[config.mk]
export PLATFORM = sky130hd
export DESIGN_NAME = regFile
export DESIGN_NICKNAME = d
export VERILOG_FILES = /design/src/cpuPkg.sv /design/src/regFile.sv
export SDC_FILE = /design/constraint.sdc
export NUM_CORES = 1
export LEC_CHECK = 0
export BUFFER_PORTS_ARGS = -buffer_cell sky130_fd_sc_hd__buf_2
export CORE_MARGIN = 2
export CORE_UTILIZATION = 49
export CTS_CLUSTER_SIZE = 14
export DETAILED_ROUTE_END_ITERATION = 10
export PLACE_DENSITY_LB_ADDON = 0.3
export SETUP_SLACK_MARGIN = 0.1
export SKIP_LAST_GASP = 1
export SYNTH_ARGS = -nofsm -noshare
export SYNTH_HDL_FRONTEND = slang
export SYNTH_SLANG_ARGS = --single-unit
[constraint.sdc]
create_clock -name clk -period 2.6 [get_ports clk]
set_clock_uncertainty 0.1 [all_clocks]
set_input_delay 0.39 -clock clk [delete_from_list [all_inputs] [get_ports clk]]
set_output_delay 0.39 -clock clk [all_outputs]
set_load 0.01 [all_outputs]
[src/cpuPkg.sv]
`default_nettype none

package cpuPkg;

    typedef logic [31:0] word_t;
    typedef logic [63:0] dword_t;
    typedef logic [8:0]  memAddr_t;
    typedef logic [3:0]  regIdx_t;

    // Instruction field positions
    localparam int opLsb      = 27;
    localparam int raLsb      = 23;
    localparam int rbLsb      = 19;
    localparam int rcLsb      = 15;
    localparam int constWidth = 19;
    // Branch condition lives in the rb field
    localparam int condLsb    = 19;
    localparam int condWidth  = 2;

    localparam int numRegs  = 16;
    localparam int memDepth = 512;

    typedef enum logic [4:0] {
        opLd   = 5'b00000,
        opLdi  = 5'b00001,
        opSt   = 5'b00010,
        opAdd  = 5'b00011,
        opSub  = 5'b00100,
        opAnd  = 5'b01010,
        opOr   = 5'b01011,
        opAddi = 5'b01100,
        opBr   = 5'b10010,
        opIn   = 5'b10110,
        opOut  = 5'b10111,
        opHalt = 5'b11011
    } opcode_t;

    // ld and st use two extra memory steps after t5
    typedef enum logic [3:0] {
        stepIdle,
        stepT0,
        stepT1,
        stepT2,
        stepT3,
        stepT4,
        stepT5,
        stepT6,
        stepT7,
        stepHalt
    } step_t;

    typedef enum logic [2:0] {
        aluPassB,
        aluAdd,
        aluSub,
        aluAnd,
        aluOr,
        aluInc
    } aluOp_t;

endpackage

`default_nettype wire
[src/regFile.sv]
`default_nettype none

module regFile (
    input  wire                 clk,
    input  wire                 rstN,
    input  wire cpuPkg::word_t  ir,
    input  wire                 gra,
    input  wire                 grb,
    input  wire                 grc,
    input  wire                 gprIn,
    input  wire                 gprOut,
    input  wire                 baOut,
    input  wire cpuPkg::word_t  busOut,
    output cpuPkg::word_t       regOut,
    output cpuPkg::word_t       cSignExt
);

    cpuPkg::regIdx_t sel;
    cpuPkg::word_t   regs [cpuPkg::numRegs];

    // Select and encode from the IR register fields
    always_comb begin
        sel = '0;
        if (gra) begin
            sel = ir[cpuPkg::raLsb +: $bits(cpuPkg::regIdx_t)];
        end else if (grb) begin
            sel = ir[cpuPkg::rbLsb +: $bits(cpuPkg::regIdx_t)];
        end else if (grc) begin
            sel = ir[cpuPkg::rcLsb +: $bits(cpuPkg::regIdx_t)];
        end
    end

    always_ff @(posedge clk or negedge rstN) begin
        if (!rstN) begin
            for (int i = 0; i < cpuPkg::numRegs; i++) begin
                regs[i] <= '0;
            end
        end else if (gprIn) begin
            regs[sel] <= busOut;
        end
    end

    // R0 used as a base address reads as zero
    always_comb begin
        regOut = '0;
        if (gprOut && !(baOut && sel == '0)) begin
            regOut = regs[sel];
        end
    end

    assign cSignExt = {{($bits(cpuPkg::word_t) - cpuPkg::constWidth){ir[cpuPkg::constWidth-1]}},
                       ir[cpuPkg::constWidth-1:0]};

    // Control must pick a single IR field per step
    selOneField: assert property (@(posedge clk) disable iff (!rstN)
        $onehot0({gra, grb, grc}))
        else $error("more than one register field selected");

endmodule

`default_nettype wire

==> results of run 1 <==
==> kinds of logic after synthesis <==
family / Yosys count / share of synthesized area (%)
multiplexers: 575 / 26.74
flip-flops: 512 / 53.56
AO/OA/AOI/OAI: 148 / 3.887
buffers and inverters: 209 / 4.378
AND/OR/NAND/NOR: 634 / 11.43
==> cell usage in the layout (no fill, tap or decap), types with 2 or more instances in the layout <==
cell / count
sky130_fd_sc_hd__buf_6: 12
sky130_fd_sc_hd__buf_8: 7
sky130_fd_sc_hd__bufinv_16: 7
sky130_fd_sc_hd__buf_2: 94
sky130_fd_sc_hd__clkbuf_16: 61
sky130_fd_sc_hd__clkbuf_1: 9
sky130_fd_sc_hd__nand3b_1: 3
sky130_fd_sc_hd__mux2_1: 117
sky130_fd_sc_hd__mux2_2: 395
sky130_fd_sc_hd__buf_12: 70
sky130_fd_sc_hd__or2_2: 3
sky130_fd_sc_hd__nor4_2: 2
sky130_fd_sc_hd__o21ai_4: 2
sky130_fd_sc_hd__mux2i_1: 63
sky130_fd_sc_hd__clkinv_2: 8
sky130_fd_sc_hd__nor4_4: 29
sky130_fd_sc_hd__buf_16: 7
sky130_fd_sc_hd__dfrtp_1: 512
sky130_fd_sc_hd__buf_4: 133
sky130_fd_sc_hd__nand2_1: 382
sky130_fd_sc_hd__nor2_4: 16
sky130_fd_sc_hd__nand3_1: 188
sky130_fd_sc_hd__nand3_2: 4
sky130_fd_sc_hd__nand2b_2: 2
sky130_fd_sc_hd__a21oi_2: 17
sky130_fd_sc_hd__clkbuf_8: 14
sky130_fd_sc_hd__a21oi_1: 92
sky130_fd_sc_hd__a221o_1: 31
sky130_fd_sc_hd__clkinvlp_4: 2
==> routing by layer <==
layer	up-vias	track usage [%]	share of wire (%)
li1	7556	-	-
met1	8925	38.04	44
met2	630	41.53	46
met3	148	4.498	6.9
met4	14	9.742	2.8
met5	-	0	0.15
==> Yosys cell counts, drive strengths merged (2+ instances only) <==
| cell | instances | area [um^2] |
|---|---|---|
| a21oi | 109 | 553.0 |
| a22oi | 2 | 20.02 |
| or2 | 3 | 18.77 |
| nor2b | 2 | 12.51 |
| clkbuf | 80 | 300.3 |
| mux2i | 63 | 630.6 |
| nand2b | 3 | 18.77 |
| nand3 | 192 | 960.9 |
| nand3b | 3 | 22.52 |
| a221o | 31 | 310.3 |
| mux2 | 512 | 5766 |
| buf | 128 | 743.2 |
| o21ai | 2 | 13.76 |
| nor4 | 31 | 193.9 |
| nor2 | 16 | 60.06 |
| nand2 | 383 | 1438 |
| dfrtp | 512 | 12810 |
==> path summary, 6_finish.rpt <==
kind	start	end	slack [ns]	depth (start not counted)
hold / removal	busOut[17]	regs[17]	0.13	2
min in group asynchronous	rstN	regs[164]	0.23	2
hold reg to reg	regs[454]	regs[454]	0.39	1
setup reg to reg	regs[3]	regs[3]	1.67	1
max in group asynchronous	rstN	regs[380]	1.41	3
setup / recovery	grb	regOut[18]	-0.33	11
==> final cells by class <==
| class | instances | area, um^2 | area share (%) |
|---|---|---|---|
| antenna | 1 | 2.502 | 0.008432 |
| clock buffer | 78 | 1603 | 5.401 |
| clock inverter | 18 | 274.0 | 0.9233 |
| inverter | 1 | 3.754 | 0.01265 |
| multi-input combinational | 1357 | 10750 | 36.22 |
| sequential | 512 | 12810 | 43.17 |
| tap | 615 | 769.5 | 2.593 |
| timing repair buffer | 330 | 3463 | 11.67 |
==> through the flow <==
step | hold WS (ns) | TNS, ns
finish | 0.1257 | -7.604
CTS | 0.09068 | -7.683
detailed placement | 0.2711 | -54.32
global route | 0.1352 | -9.550
global placement | 0.2682 | -32.78
floorplan | -0.005591 | 0
==> what timing repair did <==
item,in CTS,in global routing
setup buffers,9,38
cloned,3,8
hold buffers,1,0
hold endpoints to repair,41,0
pin swaps,11,44
endpoints found under the setup margin,32,32
gates resized for setup,14,56
==> power by group through the flow <==
stage	Clock (mW)	Combinational [mW]	Sequential (mW)
6_report	8.11	6.10	12.1
5_1_grt	8.57	6.66	12.4
4_1_cts	8.22	5.90	12.1
3_5_place_dp	0	5.78	12.2
3_3_place_gp	0	5.55	12.0
2_1_floorplan	0	4.24	11.8
==> insert_results.sql, run 1 <==
INSERT INTO impl_metrics (metric_group, metric, value, unit) VALUES
('power', 'power.switching', '7.364', 'mW'),
('critical_path', 'critical-path-top-delay-family', 'buffers and inverters', ''),
('timing', 'fmax', '341.2', 'MHz'),
('logic_synthesis', 'synth.avg_cell_area', '11.51', 'um^2'),
('place', 'routability_congestion_estimate_from_global_placement', '0.8215', ''),
('logic_synthesis', 'synth-warning-count', '0', ''),
('power', 'vdd.ir_drop.worst', '602.4', 'uV'),
('routing', 'remaining_drc_errors', '0', ''),
('timing', 'relative_slew_slack', '64.26', '%'),
('timing', 'grt_setup_unrepaired', 'true', ''),
('routing', 'finalWirelength', '68410', 'um'),
('layout', 'areaGrowthSynthToFinish', '24.07', '%'),
('run_status', 'status', 'complete, but fails checks', ''),
('routing', 'vias', '17273', ''),
('layout', 'finish.cell_count_without_fillers', '2912', ''),
('logic_synthesis', 'yosysSeqAreaShare', '53.56', '%'),
('critical_path', 'setup.worst_path.start_class', 'input port', ''),
('place', 'placedCellCount', '2757', ''),
('logic_synthesis', 'synth_edf_count', '0', ''),
('power', 'p_seq_share', '46.0', '%'),
('place', 'post-dp-hpwl', '41300', 'um'),
('critical_path', 'crit_chain', 'buf_12 > nand3b_1 > a22oi_2 > buf_12 > buf_12 > buf_12 > buf_6 > mux2i_1 > a221o_1 > nor4_4 > buf_4', ''),
('logic_synthesis', 'syn-instance-count', '2078', ''),
('critical_path', 'worst_ep_required_time', '2.11', 'ns'),
('critical_path', 'path_class', 'in2out', ''),
('timing', 'layout_setup_ws', '-0.3306', 'ns'),
('global_route', 'grt_max_degree', '68', ''),
('logic_synthesis', 'synthDistinctLibCells', '30', ''),
('cts', 'worstSkewPairLatency', '0.61', 'ns'),
('layout', 'layout.core_utilization', '61.90', '%'),
('floorplanning', 'floorplan.core_area', '47950', 'um^2'),
('logic_synthesis', 'synthFlopType', 'sky130_fd_sc_hd__dfrtp_1', ''),
('global_route', 'via_count_of_the_first_global_routing_pass', '17390', ''),
('global_route', 'grt_first_pass_wirelength', '103900', 'um'),
('routing', 'first_iter_violations', '1433', ''),
('timing', 'worst-slew-pin-transition', '0.5361', 'ns'),
('floorplanning', 'fp.dieH', '224.9', 'um'),
('routing', 'ant_nets', '0', ''),
('routing', 'viasPerCell', '5.932', ''),
('critical_path', 'delay_of_the_slowest_critical_path_stage', '0.37', 'ns'),
('cts', 'htree_num_levels', '2', ''),
('timing', 'slew_viol_final', '0', ''),
('cts', 'numClockSinks', '512', ''),
('layout', 'final_nets', '2327', ''),
('layout', 'biggestRegsByFlops', 'regs x512', ''),
('floorplanning', 'rows', '80', ''),
('power', 'part_of_the_power_in_combinational_logic', '23.2', '%'),
('cts', 'max-clock-path-buffers', '3', ''),
('layout', 'drive_above_1_share', '38.81', '%'),
('power', 'internal-power', '18.98', 'mW'),
('place', 'place_ws', '-0.4504', 'ns'),
('critical_path', 'path_common_cell', 'sky130_fd_sc_hd__buf_12', ''),
('timing', 'final.min_clock_period', '2.931', 'ns'),
('timing', 'final.period_utilization', '112.7', '%'),
('layout', 'fill_cells', '3569', ''),
('routing', 'detailedRoute.firstPassIterationCount', '5', ''),
('place', 'placement.cell_area', '26880', 'um^2'),
('layout', 'largest_reg_flops', '512', ''),
('layout', 'top_register', 'regs', ''),
('power', 'swShare', '27.95', '%'),
('run_status', 'violations', 'negative setup slack', ''),
('critical_path', 'buffers_and_inverters_on_the_worst_path', '6', ''),
('layout', 'fin_area', '29680', 'um^2'),
('critical_path', 'path_max_fanout', '8', ''),
('logic_synthesis', 'post_synth_instance_area', '23920', 'um^2'),
('timing', 'final-setup-viol-count', '32', ''),
('cts', 'numCtsBuffers', '53', ''),
('power', 'share_of_total_power_in_the_clock_network', '30.8', '%'),
('logic_synthesis', 'postSynthRegisterBits', '512', ''),
('floorplanning', 'num_io_pins', '136', ''),
('place', 'port-buffer-count', '100', '');
Note: power is estimated with default switching activity, not from simulation.
==> run 2: changes to the inputs <==
--- a/config.mk
+++ b/config.mk
@@ -6,11 +6,12 @@
 export NUM_CORES = 1
 export LEC_CHECK = 0
 export BUFFER_PORTS_ARGS = -buffer_cell sky130_fd_sc_hd__buf_2
+export CAP_MARGIN = 25
 export CORE_MARGIN = 2
 export CORE_UTILIZATION = 49
 export CTS_CLUSTER_SIZE = 14
 export DETAILED_ROUTE_END_ITERATION = 10
-export PLACE_DENSITY_LB_ADDON = 0.3
+export PLACE_DENSITY_LB_ADDON = 0.12
 export SETUP_SLACK_MARGIN = 0.1
 export SKIP_LAST_GASP = 1
 export SYNTH_ARGS = -nofsm -noshare
==> run 2 against run 1 <==
Design area increased by 2.6%. Core utilization increased by 1.6 points. Sequential cell count unchanged. Via count decreased by 0.62%. Highest routed layer unchanged. Global-route usage increased by 1.2 points. Wire length increased by 2.1%. Critical path depth decreased by 1. Cell count increased by 1.4%. The flow still finishes with violations (negative setup slack). Setup slack got worse by 0.013 ns.
==> insert_results.sql, run 2 (synthesis gave the netlist of run 1 again) <==
INSERT INTO impl_metrics (metric_group, metric, value, unit) VALUES
('global_route', 'globalRouteOverflowTotal', '0', ''),
('timing', 'slew_viol_final', '0', ''),
('floorplanning', 'fp.dieArea', '50600', 'um^2'),
('power', 'p_seq_share', '45.6', '%'),
('cts', 'clk_pin_slew', '0.06', 'ns'),
('run_status', 'status', 'complete, but fails checks', ''),
('critical_path', 'critical-path-top-delay-family', 'simple AND/OR/NAND/NOR gates', ''),
('cts', 'cts_tree', 'done', ''),
('power', 'power_density', '873.6', 'nW/um^2'),
('run_status', 'violations', 'negative setup slack', ''),
('routing', 'ant_nets', '0', ''),
('layout', 'layout_common_cells', '512 x sky130_fd_sc_hd__dfrtp_1, 395 x sky130_fd_sc_hd__mux2_2, 367 x sky130_fd_sc_hd__nand2_1', ''),
('hold_path', 'holdCritPathClass', 'in2reg', ''),
('routing', 'routedWlPerCell', '23.66', 'um'),
('routing', 'viasPerCell', '5.813', ''),
('flow_run', 'cap_viol_max_count', '0', ''),
('layout', 'layout.core_utilization', '63.52', '%'),
('timing', 'final-setup-viol-count', '32', ''),
('routing', 'vias', '17166', ''),
('routing', 'first_iter_violations', '1227', ''),
('floorplanning', 'floorplan.core_area', '47950', 'um^2'),
('timing', 'hold_viol', '0', ''),
('timing', 'layout_setup_ws', '-0.3435', 'ns'),
('place', 'routability_congestion_estimate_from_global_placement', '0.7899', ''),
('cts', 'numClockSinks', '512', ''),
('power', 'power.static_leakage', '13.61', 'nW'),
('floorplanning', 'fp.dieH', '224.9', 'um'),
('critical_path', 'end_kind', 'output pin', ''),
('timing', 'relative_slew_slack', '61.60', '%'),
('global_route', 'grt_max_degree', '103', ''),
('critical_path', 'crit_chain', 'buf_12 > nand3b_1 > buf_4 > a22o_4 > nand3_1 > o21ai_4 > buf_12 > a221o_1 > nor4_4 > buf_2', ''),
('timing', 'grt_setup_unrepaired', 'true', ''),
('layout', 'final_nets', '2365', ''),
('power', 'internal-power', '19.08', 'mW'),
('place', 'port-buffer-count', '100', ''),
('routing', 'finalWirelength', '69850', 'um'),
('floorplanning', 'die_width', '224.9', 'um'),
('critical_path', 'buffers_and_inverters_on_the_worst_path', '4', ''),
('power', 'power.switching', '7.526', 'mW'),
('place', 'placedCellCount', '2783', ''),
('power', 'sum_of_internal_switching_and_leakage_power', '26.60', 'mW'),
('layout', 'areaGrowthSynthToFinish', '27.32', '%'),
('critical_path', 'path_max_fanout', '18', ''),
('floorplanning', 'rows', '80', ''),
('floorplanning', 'starting_utilization_of_the_core_area', '49.89', '%'),
('timing', 'final.min_clock_period', '2.944', 'ns'),
('place', 'post-dp-hpwl', '41750', 'um'),
('cts', 'max-clock-path-buffers', '3', ''),
('critical_path', 'critPathSlowestCell', 'sky130_fd_sc_hd__nor4_4', ''),
('routing', 'remaining_drc_errors', '0', ''),
('power', 'part_of_the_power_in_combinational_logic', '24.1', '%'),
('cts', 'worstSkewPairLatency', '0.60', 'ns'),
('critical_path', 'setup.worst_path.start_class', 'input port', ''),
('timing', 'worst-slew-pin-transition', '0.5760', 'ns'),
('power', 'share_of_total_power_in_the_clock_network', '30.4', '%'),
('power', 'vdd.ir_drop.worst', '615.8', 'uV'),
('critical_path', 'worst_ep_required_time', '2.11', 'ns'),
('global_route', 'via_count_of_the_first_global_routing_pass', '17593', ''),
('routing', 'detailedRoute.firstPassIterationCount', '5', ''),
('layout', 'fill_cells', '3669', ''),
('power', 'swShare', '28.29', '%'),
('layout', 'finish.cell_count_without_fillers', '2953', ''),
('layout', 'drive_above_1_share', '42.62', '%'),
('critical_path', 'path_common_cell', 'sky130_fd_sc_hd__buf_12', ''),
('floorplanning', 'num_io_pins', '136', ''),
('critical_path', 'path_class', 'in2out', ''),
('critical_path', 'arrival', '2.45', 'ns'),
('layout', 'top_register', 'regs', ''),
('critical_path', 'delay_of_the_slowest_critical_path_stage', '0.38', 'ns'),
('global_route', 'grt_antenna_before_repair', '12', ''),
('cts', 'numCtsBuffers', '55', ''),
('timing', 'hold_slack', '0.1237', 'ns'),
('cts', 'htree_num_levels', '2', ''),
('layout', 'largest_reg_flops', '512', ''),
('global_route', 'grt_first_pass_wirelength', '106900', 'um'),
('timing', 'final.period_utilization', '113.2', '%'),
('cts', 'clockRootBuffer', 'sky130_fd_sc_hd__clkbuf_16', ''),
('global_route', 'track_usage', '27.99', '%'),
('layout', 'mostFrequentLayoutCell', 'sky130_fd_sc_hd__dfrtp_1', ''),
('timing', 'fmax', '339.7', 'MHz'),
('layout', 'biggestRegsByFlops', 'regs x512', '');
[run 2: repair_timing]
| action | 4_1_cts | 5_1_grt |
|---|---|---|
| endpoints found under the hold margin | 248 | 0 |
| pin swaps | 76 | 37 |
| gates cloned | 7 | 3 |
| gates resized for setup | 136 | 45 |
| setup buffers | 49 | 15 |
| hold buffers | 1 | 0 |
| endpoints found under the setup margin | 32 | 32 |
[run 2: layout make-up]
type | count | area [um^2] | area share [%]
antenna | 1 | 2.502 | 0.008217
clock buffer | 84 | 1698 | 5.575
clock inverter | 17 | 187.7 | 0.6163
inverter | 1 | 3.754 | 0.01233
multi-input combinational | 1357 | 11100 | 36.44
sequential | 512 | 12810 | 42.07
tap | 615 | 769.5 | 2.527
timing repair buffer | 366 | 3882 | 12.75
[run 2: path summary, 6_finish.rpt]
kind	from	to	slack, ns	cells after the start
setup / recovery	grb	regOut[19]	-0.34	10
hold / removal	busOut[15]	regs[463]	0.12	2
setup reg to reg	regs[404]	regs[404]	1.68	1
hold reg to reg	regs[410]	regs[410]	0.39	1
max in group asynchronous	rstN	regs[254]	1.39	3
min in group asynchronous	rstN	regs[357]	0.14	2
[run 2: stage by stage]
stage                     worst slack, ns  cell area, um^2  TNS [ns]
after floorplan                   0.09922            24360         0
after global placement            -0.4142            26990    -96.72
after detailed placement          -0.4267            26990   -106.59
after CTS                         -0.3568            30090    -9.234
after global routing              -0.4312            30450    -11.64
final                             -0.3435            30450    -8.938
[run 2: metal layers]
| layer | up-vias | GRT usage (%) | share of wire, % |
|---|---|---|---|
| li1 | 7656 | - | - |
| met3 | 97 | 4.485 | 5.4 |
| met1 | 8959 | 39.49 | 45 |
| met2 | 444 | 45.04 | 48 |
| met4 | 10 | 7.797 | 2.0 |
| met5 | - | 0 | 0.082 |
[run 2: power by group through the flow]
stage / sequential (mW) / clock [mW] / combinational (mW)
2_1_floorplan: 11.8 / 0 / 4.24
3_3_place_gp: 12.0 / 0 / 5.63
3_5_place_dp: 12.2 / 0 / 5.84
4_1_cts: 12.1 / 8.23 / 6.29
5_1_grt: 12.4 / 8.55 / 6.98
6_report: 12.1 / 8.08 / 6.40
==> run 3: changes to the inputs <==
--- a/config.mk
+++ b/config.mk
@@ -8,7 +8,7 @@
 export BUFFER_PORTS_ARGS = -buffer_cell sky130_fd_sc_hd__buf_2
 export CAP_MARGIN = 25
 export CORE_MARGIN = 2
-export CORE_UTILIZATION = 49
+export CORE_UTILIZATION = 60
 export CTS_CLUSTER_SIZE = 14
 export DETAILED_ROUTE_END_ITERATION = 10
 export PLACE_DENSITY_LB_ADDON = 0.12
==> run 3 against run 2 <==
The run still ends with negative setup slack left. Non-clock buffer count down 37. First-iteration DRC count up 12%. Sequential share of layout area up 0.45 points. Count of clock-buffer cells in the layout down 3. Global-route usage up 5.5 points. Cell count down 4.2%. Design area down 1.1%. Largest power group unchanged.
==> insert_results.sql, run 3 (synthesis gave the netlist of run 1 again) <==
INSERT INTO impl_metrics (metric_group, metric, value, unit) VALUES
('run_status', 'status', 'complete, but fails checks', ''),
('run_status', 'violations', 'negative setup slack', ''),
('cts', 'worstSkewPairLatency', '0.59', 'ns'),
('power', 'vdd.ir_drop.worst', '639.8', 'uV'),
('hold_path', 'launch_instance_of_the_worst_min_delay_path', 'busOut[3]', ''),
('cts', 'clk_pin_slew', '0.06', 'ns'),
('routing', 'detailedRoute.firstPassIterationCount', '7', ''),
('floorplanning', 'die_width', '203.7', 'um'),
('routing', 'viasPerCell', '6.175', ''),
('layout', 'drive_above_1_share', '42.22', '%'),
('critical_path', 'delay_of_the_slowest_critical_path_stage', '0.35', 'ns'),
('critical_path', 'arrival', '2.42', 'ns'),
('floorplanning', 'num_io_pins', '136', ''),
('cts', 'cts_tree', 'done', ''),
('critical_path', 'setup.worst_path.start_class', 'input port', ''),
('floorplanning', 'fp.dieH', '203.7', 'um'),
('timing', 'fmax', '343.8', 'MHz'),
('global_route', 'globalRouteOverflowTotal', '0', ''),
('timing', 'slew_viol_final', '0', ''),
('floorplanning', 'fp.dieArea', '41480', 'um^2'),
('power', 'sum_of_internal_switching_and_leakage_power', '26.68', 'mW'),
('timing', 'grt_setup_unrepaired', 'true', ''),
('critical_path', 'crit-reg2reg-capture', 'regs[404]', ''),
('floorplanning', 'starting_utilization_of_the_core_area', '60.48', '%'),
('hold_path', 'min_delay_path_depth', '2', ''),
('place', 'post-dp-hpwl', '40730', 'um'),
('routing', 'first_iter_violations', '1376', ''),
('critical_path', 'path_common_cell', 'sky130_fd_sc_hd__buf_4', ''),
('timing', 'layout_setup_ws', '-0.3084', 'ns'),
('timing', 'final.min_clock_period', '2.908', 'ns'),
('hold_path', 'holdCritPathClass', 'in2reg', ''),
('global_route', 'track_usage', '33.47', '%'),
('layout', 'seq_area', '12810', 'um^2'),
('hold_path', 'hold_end', 'regs[67]', ''),
('critical_path', 'reg2reg_from', 'regs[404]', ''),
('global_route', 'via_count_of_the_first_global_routing_pass', '17906', ''),
('global_route', 'grt_antenna_before_repair', '6', ''),
('global_route', 'grt_first_pass_wirelength', '105200', 'um'),
('critical_path', 'path_max_fanout', '7', ''),
('power', 'power_density', '885.4', 'nW/um^2'),
('routing', 'vias', '17469', ''),
('flow_run', 'cap_viol_max_count', '0', ''),
('cts', 'max-clock-path-buffers', '3', ''),
('critical_path', 'crit_chain', 'buf_8 > nand3b_1 > a22oi_2 > buf_4 > buf_12 > buf_16 > buf_4 > buf_4 > nand2_1 > nand3_1 > a21oi_4 > nor4_4 > buf_2', ''),
('critical_path', 'critPathSlowestCell', 'sky130_fd_sc_hd__nor4_4', ''),
('timing', 'worst-slew-pin-transition', '0.5728', 'ns'),
('critical_path', 'critical-path-top-delay-family', 'buffers and inverters', ''),
('global_route', 'grt_max_degree', '75', ''),
('layout', 'fill_cells', '2402', ''),
('layout', 'multi_input_logic_area', '11260', 'um^2'),
('layout', 'final_nets', '2327', ''),
('timing', 'final.period_utilization', '111.9', '%'),
('layout', 'layout_common_cells', '512 x sky130_fd_sc_hd__dfrtp_1, 395 x sky130_fd_sc_hd__mux2_2, 361 x sky130_fd_sc_hd__nand2_1', ''),
('place', 'port-buffer-count', '100', ''),
('layout', 'areaGrowthSynthToFinish', '25.97', '%'),
('critical_path', 'reg2reg_depth', '1', ''),
('critical_path', 'crit_start', 'grb', ''),
('timing', 'relative_slew_slack', '61.82', '%'),
('timing', 'hold_slack', '0.1324', 'ns'),
('critical_path', 'ff2ff_setup_slack', '1.65', 'ns'),
('layout', 'mostFrequentLayoutCell', 'sky130_fd_sc_hd__dfrtp_1', ''),
('timing', 'final-setup-viol-count', '32', ''),
('cts', 'clockRootBuffer', 'sky130_fd_sc_hd__clkbuf_16', ''),
('place', 'routability_congestion_estimate_from_global_placement', '0.8237', ''),
('routing', 'ant_nets', '0', ''),
('timing', 'hold_viol', '0', ''),
('cts', 'numClockSinks', '512', ''),
('layout', 'largest_reg_flops', '512', ''),
('critical_path', 'end_kind', 'output pin', ''),
('critical_path', 'worst_ep_required_time', '2.11', 'ns'),
('critical_path', 'path_class', 'in2out', ''),
('power', 'power.static_leakage', '13.43', 'nW'),
('layout', 'biggestRegsByFlops', 'regs x512', ''),
('layout', 'top_register', 'regs', ''),
('critical_path', 'buffers_and_inverters_on_the_worst_path', '7', ''),
('floorplanning', 'floorplan.core_area', '39550', 'um^2'),
('cts', 'numCtsBuffers', '54', ''),
('routing', 'remaining_drc_errors', '0', ''),
('routing', 'routedWlPerCell', '24.26', 'um'),
('floorplanning', 'rows', '73', ''),
('cts', 'htree_num_levels', '2', ''),
('routing', 'finalWirelength', '68640', 'um');
[run 3: cell types whose count changed in the layout (fill, tap and decap cells not counted), moves of 3 or more]
| cell | previous run | this run |
|---|---|---|
| sky130_fd_sc_hd__buf_12 | 76 | 68 |
| sky130_fd_sc_hd__buf_8 | 7 | 11 |
| sky130_fd_sc_hd__clkbuf_1 | 10 | 16 |
| sky130_fd_sc_hd__nand2_4 | 2 | 11 |
| sky130_fd_sc_hd__nand3_4 | 2 | 9 |
| sky130_fd_sc_hd__nand3_2 | 28 | 22 |
| sky130_fd_sc_hd__a21oi_1 | 69 | 58 |
| sky130_fd_sc_hd__clkbuf_8 | 17 | 8 |
| sky130_fd_sc_hd__a21oi_4 | 7 | 10 |
| sky130_fd_sc_hd__nand2_1 | 367 | 361 |
| sky130_fd_sc_hd__buf_4 | 146 | 112 |
| sky130_fd_sc_hd__nand2_2 | 14 | 11 |
| sky130_fd_sc_hd__diode_2 | 1 | 4 |
| sky130_fd_sc_hd__a21oi_2 | 33 | 41 |
[run 3: stage by stage]
step                util [%]  setup WS (ns)  instance area (um^2)  std cells  setup TNS, ns
global placement       67.12        -0.3111                 26540       2650         -32.18
finish                 76.18        -0.3084                 30130       2829         -6.652
detailed placement     67.12        -0.3669                 26540       2650         -36.10
global route           76.17        -0.3574                 30120       2826         -8.852
floorplan                  -        0.09922                 24360       2078              0
CTS                    75.17        -0.2846                 29730       2806         -7.099
[run 3: repair_timing]
action	in CTS	in global routing
gates cloned	8	4
setup endpoints to repair	32	32
buffers inserted	52	17
hold buffers	1	0
gates resized for setup	167	47
hold endpoints to repair	44	0
pin swaps	86	18
[run 3: worst max-delay path by stage]
stage	endpoint	slack [ns]	depth (start not counted)
floorplan	regOut[12]	0.1	9
global placement	regOut[27]	-0.31	9
detailed placement	regOut[27]	-0.37	9
CTS	regOut[3]	-0.28	14
global route	regOut[27]	-0.36	13
finish	regOut[27]	-0.31	13
[run 3: per-layer routing]
layer / vias to the layer above / track usage (%) / wire length (um)
met1: 9095 / 47.40 / 30010
li1: 7583 / - / -
met5: - / 0 / 30
met4: 4 / 10.77 / 2159
met2: 648 / 52.19 / 31840
met3: 139 / 6.807 / 4601
[run 3: cell type report]
| class | count | area share [%] |
|---|---|---|
| flip-flops and latches | 512 | 42.52 |
| diodes | 4 | 0.03322 |
| multi-input cells | 1357 | 37.37 |
| inverters | 1 | 0.01246 |
| clock inverters | 20 | 0.8430 |
| clock buffers | 81 | 5.299 |
| well taps | 525 | 2.180 |
| repair buffers | 329 | 11.74 |
[run 3: power breakdown]
| part | internal [mW] | switching [mW] |
|---|---|---|
| clock | 4.83 | 3.20 |
| combinational | 3.46 | 2.99 |
| sequential | 10.7 | 1.49 |
